File: config.mk
export PLATFORM = sky130hd
export DESIGN_NAME = cpu_port_axil
export DESIGN_NICKNAME = d
export VERILOG_FILES = /design/src/design/tilemap_pkg.sv /design/src/design/cpu_port_axil.sv
export SDC_FILE = /design/constraint.sdc
export NUM_CORES = 1
export LEC_CHECK = 0
export BUFFER_PORTS_ARGS = -buffer_cell sky130_fd_sc_hd__buf_2
export CAP_MARGIN = 30
export CORE_AREA = 10 10 115 117
export CTS_CLUSTER_DIAMETER = 60
export DETAILED_ROUTE_END_ITERATION = 6
export DIE_AREA = 0 0 125 127
export GPL_TIMING_DRIVEN = 0
export PLACE_DENSITY = 0.73
export SLEW_MARGIN = 20
export SYNTH_ARGS = -nofsm -noshare
export SYNTH_HDL_FRONTEND = slang
export SYNTH_SLANG_ARGS = --single-unit
File: constraint.sdc
create_clock -name clk -period 1.7 [get_ports clk]
set_input_delay 0.085 -clock clk [delete_from_list [all_inputs] [get_ports clk]]
set_output_delay 0.085 -clock clk [all_outputs]
set_load 0.05 [all_outputs]
File: src/design/tilemap_pkg.sv
package tilemap_pkg;

	////////////////////////////////////////
	// Fixed sizes
	////////////////////////////////////////

	// Bits per colour component
	localparam int COMPONENT_DEPTH = 4;

	// 32 x 32 tiles per layer
	localparam int MAP_WORDS = 1024;
	// 64 tiles, 8 rows of 8 nibbles each
	localparam int PATTERN_WORDS = 512;
	// 12-bit colours, red in the top nibble
	localparam int PALETTE_WORDS = 256;

	// CPU bus
	localparam int AXI_ADDR_WIDTH = 16;
	localparam int AXI_DATA_WIDTH = 32;
	localparam logic [1:0] RESP_OKAY = 2'b00;
	localparam logic [1:0] RESP_SLVERR = 2'b10;

	////////////////////////////////////////
	// Address map
	////////////////////////////////////////

	// Byte address of each region
	localparam logic [15:0] MAP0_BASE = 16'h0000;
	localparam logic [15:0] MAP1_BASE = 16'h1000;
	localparam logic [15:0] PAT0_BASE = 16'h2000;
	localparam logic [15:0] PAT1_BASE = 16'h3000;
	localparam logic [15:0] PALETTE_BASE = 16'h4000;
	localparam logic [15:0] CTRL_BASE = 16'h5000;

	// Control offsets, scroll x in 7..0 and y in 15..8
	localparam logic [11:0] CTRL_BG_SCROLL = 12'h000;
	localparam logic [11:0] CTRL_FG_SCROLL = 12'h004;
	localparam logic [11:0] CTRL_LAYER_MASK = 12'h008;

	////////////////////////////////////////
	// Types
	////////////////////////////////////////

	// Memory that a CPU write lands in
	typedef enum logic [2:0] {
		TGT_MAP0,
		TGT_MAP1,
		TGT_PAT0,
		TGT_PAT1,
		TGT_PALETTE
	} mem_target_e;

	// Single-cycle write broadcast
	typedef struct packed {
		logic valid;
		mem_target_e target;
		logic [9:0] addr;
		logic [31:0] data;
	} mem_wr_t;

	// One pixel slot of the raster
	typedef struct packed {
		logic [8:0] x;
		logic [8:0] y;
		logic hsync_n;
		logic vsync_n;
		logic active;
	} beam_t;

	// Code 0 is transparent
	typedef struct packed {
		logic [3:0] bank;
		logic [3:0] code;
	} layer_px_t;

	typedef struct packed {
		logic [7:0] x;
		logic [7:0] y;
	} scroll_t;

	// Idle slot for pipeline reset, outside every active range
	localparam beam_t BEAM_IDLE = '{x: '1, y: '1, hsync_n: 1'b1, vsync_n: 1'b1, active: 1'b0};

endpackage
File: src/design/cpu_port_axil.sv
module cpu_port_axil
	import tilemap_pkg::*;
(
	input logic clk,
	input logic reset,
	input logic [AXI_ADDR_WIDTH-1:0] awaddr,
	input logic awvalid,
	output logic awready,
	input logic [AXI_DATA_WIDTH-1:0] wdata,
	input logic [AXI_DATA_WIDTH/8-1:0] wstrb,
	input logic wvalid,
	output logic wready,
	output logic [1:0] bresp,
	output logic bvalid,
	input logic bready,
	input logic [AXI_ADDR_WIDTH-1:0] araddr,
	input logic arvalid,
	output logic arready,
	output logic [AXI_DATA_WIDTH-1:0] rdata,
	output logic [1:0] rresp,
	output logic rvalid,
	input logic rready,
	input logic frame_start,
	output mem_wr_t mem_wr,
	output scroll_t bg_scroll,
	output scroll_t fg_scroll,
	output logic [1:0] disable_mask
);

	typedef enum logic {WR_IDLE, WR_RESP} wr_state_e;
	typedef enum logic {RD_IDLE, RD_RESP} rd_state_e;

	wr_state_e wr_state;
	rd_state_e rd_state;

	logic wr_fire;
	logic [9:0] aw_word;
	mem_target_e aw_target;
	logic aw_mem;
	logic aw_ctrl;
	logic ar_ok;
	logic [AXI_DATA_WIDTH-1:0] ctrl_rdata;

	// Values as written, copied to the layers once per frame
	scroll_t bg_scroll_reg;
	scroll_t fg_scroll_reg;

	function automatic logic ctrl_offset_ok(input logic [11:0] offset);
		return (offset == CTRL_BG_SCROLL) || (offset == CTRL_FG_SCROLL) ||
			(offset == CTRL_LAYER_MASK);
	endfunction

	////////////////////////////////////////
	// Write address decode
	////////////////////////////////////////

	assign aw_word = awaddr[11:2];

	always_comb begin
		aw_target = TGT_MAP0;
		aw_mem = 1'b0;
		aw_ctrl = 1'b0;
		case (awaddr[15:12])
			MAP0_BASE[15:12]: begin
				aw_target = TGT_MAP0;
				aw_mem = (aw_word < MAP_WORDS);
			end
			MAP1_BASE[15:12]: begin
				aw_target = TGT_MAP1;
				aw_mem = (aw_word < MAP_WORDS);
			end
			PAT0_BASE[15:12]: begin
				aw_target = TGT_PAT0;
				aw_mem = (aw_word < PATTERN_WORDS);
			end
			PAT1_BASE[15:12]: begin
				aw_target = TGT_PAT1;
				aw_mem = (aw_word < PATTERN_WORDS);
			end
			PALETTE_BASE[15:12]: begin
				aw_target = TGT_PALETTE;
				aw_mem = (aw_word < PALETTE_WORDS);
			end
			CTRL_BASE[15:12]: aw_ctrl = ctrl_offset_ok(awaddr[11:0]);
			default: ;
		endcase
	end

	////////////////////////////////////////
	// Write channel
	////////////////////////////////////////

	// Address and data taken together, only with no response pending
	assign awready = (wr_state == WR_IDLE) && awvalid && wvalid;
	assign wready = awready;
	assign wr_fire = awready;
	assign bvalid = (wr_state == WR_RESP);

	always_ff @(posedge clk) begin
		// Broadcast payload, qualified by valid
		mem_wr.target <= aw_target;
		mem_wr.addr <= aw_word;
		mem_wr.data <= wdata;
		if (wr_fire)
			bresp <= (aw_mem || aw_ctrl) ? RESP_OKAY : RESP_SLVERR;

		if (reset) begin
			wr_state <= WR_IDLE;
			mem_wr.valid <= 1'b0;
			bg_scroll_reg <= '0;
			fg_scroll_reg <= '0;
			disable_mask <= '0;
		end else begin
			// Memories take whole words regardless of strobes
			mem_wr.valid <= wr_fire && aw_mem;
			case (wr_state)
				WR_IDLE: if (wr_fire) wr_state <= WR_RESP;
				WR_RESP: if (bready) wr_state <= WR_IDLE;
			endcase
			if (wr_fire && aw_ctrl) begin
				case (awaddr[11:0])
					CTRL_BG_SCROLL: begin
						if (wstrb[0]) bg_scroll_reg.x <= wdata[7:0];
						if (wstrb[1]) bg_scroll_reg.y <= wdata[15:8];
					end
					CTRL_FG_SCROLL: begin
						if (wstrb[0]) fg_scroll_reg.x <= wdata[7:0];
						if (wstrb[1]) fg_scroll_reg.y <= wdata[15:8];
					end
					default: if (wstrb[0]) disable_mask <= wdata[1:0];
				endcase
			end
		end
	end

	// Active scroll set changes only between frames
	always_ff @(posedge clk) begin
		if (reset) begin
			bg_scroll <= '0;
			fg_scroll <= '0;
		end else if (frame_start) begin
			bg_scroll <= bg_scroll_reg;
			fg_scroll <= fg_scroll_reg;
		end
	end

	////////////////////////////////////////
	// Read channel
	////////////////////////////////////////

	// Only the control registers read back
	assign ar_ok = (araddr[15:12] == CTRL_BASE[15:12]) && ctrl_offset_ok(araddr[11:0]);

	always_comb begin
		case (araddr[11:0])
			CTRL_BG_SCROLL: ctrl_rdata = {16'h0, bg_scroll_reg.y, bg_scroll_reg.x};
			CTRL_FG_SCROLL: ctrl_rdata = {16'h0, fg_scroll_reg.y, fg_scroll_reg.x};
			default: ctrl_rdata = {30'h0, disable_mask};
		endcase
	end

	assign arready = (rd_state == RD_IDLE);
	assign rvalid = (rd_state == RD_RESP);

	always_ff @(posedge clk) begin
		if (arvalid && arready) begin
			rdata <= ar_ok ? ctrl_rdata : '0;
			rresp <= ar_ok ? RESP_OKAY : RESP_SLVERR;
		end
		if (reset)
			rd_state <= RD_IDLE;
		else begin
			case (rd_state)
				RD_IDLE: if (arvalid) rd_state <= RD_RESP;
				RD_RESP: if (rready) rd_state <= RD_IDLE;
			endcase
		end
	end

	// Responses stay put until the master takes them
	assert property (@(posedge clk) disable iff (reset)
		bvalid && !bready |=> bvalid && $stable(bresp));
	assert property (@(posedge clk) disable iff (reset)
		rvalid && !rready |=> rvalid && $stable(rdata) && $stable(rresp));

endmodule

==> summary.md, run 1 <==
| Metric | Value |
|---|---|
| Post-route total power | 7.70 mW |
| Crit path required time | 1.62 ns |
| Synth Flop Type | dfxtp_1 |
| Initial antenna violation count | 0 |
| CP endpoint kind | primary output |
| RSZ-0062 raised after global routing | false |
| Post-synth EDFFs | 18 |
| Final min period | 1.59 ns |
| Synth top cells by count | 114 x dfxtp_1, 48 x mux2i_1, 40 x nor2_1 |
| DR vias | roughly 4100 |
| Floorplan core area | about 0.011 mm² |
| Fin cells | roughly 840 |
| Leading area contributor after synthesis | dfxtp_1 |
| Critical R2R Capture | fg_scroll_reg[9] |
| Mapped cell area | approximately 0.0047 mm² |
| Crit path kind | reg -> out |
| Reg clk slew, reported paths | approximately 0.060 ns |
| GP Congestion | roughly 0.80 |
| Fmax | 629 MHz |
| DRC | 0 |
| Clk buf depth | 2 |
| Die area | ~0.016 mm² |
| Placed Cells incl. Taps | around 760 |
| GRT Overall Usage | between 10% and 20% |
| Layout Nets | about 760 |
| Gr ovfl total | 0 |
| Setup repair bufs after CTS | 0 |
| Class of the worst hold path | in -> reg |
| Worst path max stage delay | around 0.32 ns |
| Std cell rows | 39 |
| Worst r2r src | bvalid |
| Ys Warns | 0 |
| Vias/cell | slightly below 5 |
| LEAKAGE | around 3.1 nW |
| Routed Wire Length | between 10000 and 15000 µm |
| Multi-input gate area in the final layout | roughly 0.0017 mm² |
| Clk sinks | 132 |
| Die height | approximately 130 µm |
| # port buffers | 173 |
| Most common cell in the netlist | dfxtp_1 |
| Worst slew pin tran | a little over 0.8 ns |
| Synth Register Bits | between 100 and 150 |
| Fraction of layout cells with a size suffix above 1 | between 30 and 40% |
| CP max FO | 12 |
| Largest net degree at the start of global routing | 18 |
| Count of final hold-check violations | 0 |
| Root Buffer | clkbuf_16 |
| Maxcap violations | 0 |
| CTS tree | done |
| Placed Area | 0.00583 mm² |
| Post-route cell area | a little under 0.007 mm² |
| PwrDens | 1110 mW/mm² |
| Startpoint Class | flop |
| Seq/Total Area, Yosys | between 50% and 60% |
| Pre-antenna DRT Iters | 5 |
| Worst slack at placement | 0.0397 ns |
| Worst slew margin | a little under half |
| Total CTS buffers | 17 |
| Setup TNS | 0 ns |
| Number of global-route vias before repair | about 4400 |
| CP Depth | 4 |
| Synth top area share | around 48% |
| Critical Path Sink | wready |
| Seq. cell area | roughly 0.0028 mm² |
| Wire length per cell | ~17 µm |
| Skew-Pair Late Insertion Delay | about 0.41 ns |
| Final WS setup | between 0.1 and 0.15 ns |
| CP startpoint | bvalid |
| First-pass GRT wire length | between 20000 and 25000 µm |
| Die W | around 130 µm |
| Crit-path leading delay family | buffers and inverters |
| Initial drt markers | roughly 210 |
| CP max-delay cell | dfxtp_2 |
| Largest register FFs | 46 |
| Area grow syn2layout | 47.7% |
| Post-DP HPWL | between 10000 and 15000 µm |
| Final period util | roughly 94% |
| Syn avg cell area | between 10 and 15 µm² |
| R2R setup slack | 0.14 ns |
| Crit path DAT | 1.51 ns |
| Reg2Reg Depth | 5 |
| Synth area leaders | dfxtp_1 48%, edfxtp_1 11%, mux2i_1 10% |
| Max rail drop VDD | ~0.57 mV |
| Endpoints failing setup | 0 |
| Antenna-violating nets left | 0 |
| Htree depth | 4 |
| Share of async-settable or async-resettable flops after synthesis | 0% |
| Worst Clk Skew | 0.00343 ns |
| Netlist cell types | 43 |
| Critical path buffers and inverters | 3 |
| Cells after synthesis | about 430 |
| Top Ports | ~200 |
| Initial Util | 42.4% |
| CP Cell Sequence | nand3b_1, clkinv_4, buf_4, buf_2 |
| Number of fill cells | 891 |
| Max-slew violations | 0 |
| Status | finished, final reports clean |
-- per-layer routing --
metal  global-route usage [%]  vias to the layer above  part of all wire, %
li1                         -                     2000                    -
met1                     19.0                     1889                   39
met4                     6.23                        0                  1.6
met5                        0                        -                    0
met3                     7.90                       21                  9.0
met2                     30.4                      182                   50
-- worst register-to-register path, stage by stage, from the launching register on --
cell      delay, ns
dfxtp_2        0.32
nand3b_1       0.25
clkinv_4       0.16
nand3_1        0.27
o21ai_0        0.31
a21oi_1        0.10
-- through the flow --
stage	hold slack (ns)	utilization, %
floorplan	0.113	-
global placement	0.188	52.4
detailed placement	0.189	52.4
CTS	0.0153	62.3
global route	0.0265	62.5
finish	0.0283	62.6
-- how the worst min path moves through the flow --
stage                from          to  cells past startpoint
5_1_grt        araddr[15]    rresp[1]                      3
2_1_floorplan    wdata[0]   mem_wr[0]                      0
3_5_place_dp    wdata[25]  mem_wr[25]                      1
3_3_place_gp    wdata[23]  mem_wr[23]                      1
4_1_cts        araddr[15]    rresp[1]                      3
6_report       araddr[15]    rresp[1]                      3
-- layout by cell type (no fill, tap or decap), types with 2 or more instances in the layout --
master / netlist / layout
a211oi_1: 3 / 3
a21oi_1: 35 / 35
and3_1: 3 / 3
buf_2: 9 / 182
buf_4: 20 / 20
buf_6: 4 / 4
clkbuf_1: 12 / 11
clkbuf_16: 0 / 18
clkbuf_2: 0 / 2
clkbuf_8: 0 / 5
clkinv_2: 0 / 3
clkinv_4: 0 / 2
conb_1: 1 / 18
dfxtp_1: 114 / 113
dlygate4sd3_1: 0 / 51
edfxtp_1: 18 / 18
mux2i_1: 48 / 48
nand2_1: 3 / 3
nand3_1: 23 / 21
nand3_2: 0 / 2
nand4_1: 17 / 17
nor2_1: 40 / 40
nor2_2: 9 / 9
nor3b_1: 4 / 4
nor4_4: 2 / 2
o21ai_0: 34 / 34
or4_4: 2 / 2
-- layout make-up --
type / instances / area share, %
tap: 143 / 2.57
sequential: 132 / 40.6
clock buffer: 25 / 7.57
timing repair buffer: 224 / 19.8
inverter: 2 / 0.180
clock inverter: 7 / 0.971
buffer: 45 / 4.14
antenna: 1 / 0.0360
multi-input combinational: 263 / 24.2
-- logic make-up (layout without fill, tap and decap cells) --
family | Yosys count | count (layout) | share of synthesized area (%)
AO/OA/AOI/OAI | 77 | 77 | 8.79
buffers and inverters | 48 | 303 | 6.29
flip-flops | 132 | 132 | 59.9
multiplexers | 48 | 48 | 10.2
other | 1 | 19 | 0.0796
AND/OR/NAND/NOR | 120 | 120 | 14.8
-- timing repair --
item	4_1_cts	5_1_grt
setup endpoints to repair	0	31
hold endpoints to repair	81	0
resized for setup	0	9
hold buffers	51	0
-- where the power goes --
part | leakage [nW] | switching, mW | internal, mW
sequential | 1.11 | 0.0203 | 3.24
combinational | 1.73 | 0.602 | 0.274
clock | 0.295 | 1.27 | 2.29
(Power assumes the default switching activity.)
==> run 2, diff against run 1 <==
--- a/constraint.sdc
+++ b/constraint.sdc
@@ -3,2 +3,2 @@
 set_output_delay 0.085 -clock clk [all_outputs]
-set_load 0.05 [all_outputs]
+set_load 0.1 [all_outputs]
==> run 2 against run 1 <==
  * Die area unchanged
  * Sequential power is essentially flat
  * Critical path depth rose by 4
  * Maximum frequency hardly changed
  * Final area decreased by 0.16%
  * Worst hold slack better by 0.0075 ns
  * Via count is 1.5% higher
==> summary.md, run 2 (synthesized netlist as in run 1, its figures left out) <==
| Metric | Value |
|---|---|
| Number of global-route vias before repair | 4405 (+0.75%) |
| ANT cells | 0 (-1) |
| Count of final hold-check violations | 0 (unchanged) |
| Pre-antenna DRT Iters | 5 (unchanged) |
| Maxcap violations | 0 (unchanged) |
| Crit path DAT | 1.92 ns (+0.41 ns) |
| Clock power share | 43.2% (-3.0 points) |
| Reg clk slew, reported paths | 0.05 ns (about the same) |
| Max-slew violations | 0 (unchanged) |
| Endpoints failing setup | 0 (unchanged) |
| Startpoint Class | input pin |
| Root Buffer | clkbuf_16 |
| CTS tree | done |
| Floorplan core area | 0.0111 mm² (unchanged) |
| Std cell rows | 39 (unchanged) |
| Worst Hold Depth | 3 (unchanged) |
| Int Pwr | 5.64 mW (-2.9%) |
| CP endpoint kind | flop |
| Htree depth | 4 (unchanged) |
| Max rail drop VDD | 0.950 mV (+67%) |
| Switching Fraction | 29.5% (+4.9 points) |
| CP max FO | 10 (-2) |
| Status | finished, final reports clean |
| Fraction of layout cells with a size suffix above 1 | 38.3% (+0.43 points) |
| Number of fill cells | 911 (+2.2%) |
| Final WS setup | 0.110 ns (+0.00119 ns) |
| GP Congestion | 0.817 (+2.5%) |
| # port buffers | 173 (unchanged) |
| Layout Utilization | 62.4% (-0.10 points) |
| Reg2Reg Depth | 5 (unchanged) |
| Area grow syn2layout | 47.4% |
| Largest register FFs | 46 (unchanged) |
| Vias/cell | 4.94 (+1.6%) |
| Top Ports | 197 (unchanged) |
| Worst slew margin | 48.4% (+2.9 points) |
| Fin cells | 841 (-0.12%) |
| PwrDens | 1150 mW/mm² (+4.1%) |
| Largest net degree at the start of global routing | 18 (unchanged) |
| Class of the worst hold path | in -> reg |
| Clk sinks | 132 (unchanged) |
| Setup TNS | 0 ns (unchanged) |
| Die area | 0.0159 mm² (unchanged) |
| Post-DP HPWL | 10800 µm (+0.15%) |
| Part of the power in registers | 40.8% (-1.6 points) |
| First-pass GRT wire length | 23300 µm (+3.1%) |
| Die W | 125 µm (unchanged) |
| LEAKAGE | 3.12 nW (-0.37%) |
| Crit path required time | 2.03 ns (+0.41 ns) |
| Wire length per cell | 17.4 µm (+1.2%) |
| RSZ-0062 raised after global routing | false |
| Crit path kind | in -> reg |
| Comb power frac | 16.0% (+4.6 points) |
| Setup repair bufs after CTS | 0 (unchanged) |
| Commonest non-fill, non-tap cell in the layout | buf_2 |
| Routed Wire Length | 14600 µm (+1.0%) |
| Fmax | 629 MHz (about the same) |
| Multi-input gate area in the final layout | 0.00168 mm² (-0.15%) |
| Clk buf depth | 2 (unchanged) |
| Post-route total power | 8.00 mW (+3.9%) |
| Initial Util | 42.4% (unchanged) |
| Final min period | 1.59 ns (-0.00119 ns) |
| Placed Cells incl. Taps | 759 (unchanged) |
| Worst slack at placement | 0.00722 ns (-0.0325 ns) |
| Skew-Pair Late Insertion Delay | 0.41 ns (about the same) |
| DR vias | 4152 (+1.5%) |
| Final period util | 93.5% (about the same) |
| Seq. cell area | 0.00283 mm² (+0.13%) |
| Layout Nets | 761 (unchanged) |
| Most frequent cells in the layout | 177 x buf_2, 112 x dfxtp_1, 51 x dlygate4sd3_1 |
| Initial drt markers | 236 (+11%) |
| Gr ovfl total | 0 (unchanged) |
| Antenna-violating nets left | 0 (unchanged) |
| GRT Overall Usage | 18.2% (+0.52 points) |
| Initial antenna violation count | 2 (+2) |
| DRC | 0 (unchanged) |
| Psw | 2.36 mW (+25%) |
| Die height | 127 µm (unchanged) |
| Worst slew pin tran | 0.770 ns (-0.0428 ns) |
| Worst Clk Skew | 0.00981 ns (+0.00638 ns) |
| Total CTS buffers | 17 (unchanged) |
-- run 2: stage by stage --
stage / instance area, µm² / hold WS, ns
floorplan: 4790 / 0.113
detailed placement: 5840 / 0.190
CTS: 6920 / 0.0211
global route: 6950 / 0.0485
global placement: 5840 / 0.187
finish: 6950 / 0.0357
-- run 2: final timing paths --
kind / from / end / slack, ns
worst max-delay path: awaddr[7] / fg_scroll_reg[1] / 0.11
worst min-delay path: araddr[15] / rresp[1] / 0.04
worst max register to register: bvalid / fg_scroll_reg[9] / 0.19
worst min register to register: fg_scroll[5] / fg_scroll[5] / 0.48
-- run 2: routing by layer --
| metal | global-route usage [%] | wire [µm] |
|---|---|---|
| met3 | 8.56 | 1460 |
| met5 | 0 | 7 |
| met2 | 31.0 | 7140 |
| met4 | 6.37 | 213 |
| met1 | 19.6 | 5800 |
-- run 2: worst max-delay path, stage by stage --
cell and delay, ns:
dlygate4sd3_1 0.57, buf_2 0.15, nor3_2 0.21, and3_1 0.19, buf_2 0.20, clkbuf_4 0.23
nand4_1 0.12, a21oi_1 0.17
-- run 2: repair_timing --
item	CTS	global route
resized for setup	1	14
pin swaps	0	0
endpoints found under the setup margin	1	37
hold endpoints to repair	81	0
hold buffers	51	0
-- run 2: power by group through the flow --
stage          Clock (mW)  Sequential, mW  Combinational, mW
6_report             3.46            3.26               1.28
5_1_grt              3.65            3.27               1.32
4_1_cts              3.49            3.26               1.27
3_5_place_dp            0            3.33               1.18
3_3_place_gp            0            3.32               1.17
2_1_floorplan           0            3.90              0.367
-- run 2: layout make-up --
cell class | instances | share of cell area [%]
multi-input combinational | 263 | 24.2
sequential | 132 | 40.7
clock buffer | 19 | 6.68
tap | 143 | 2.58
buffer | 45 | 4.25
timing repair buffer | 224 | 19.9
clock inverter | 13 | 1.49
inverter | 2 | 0.180
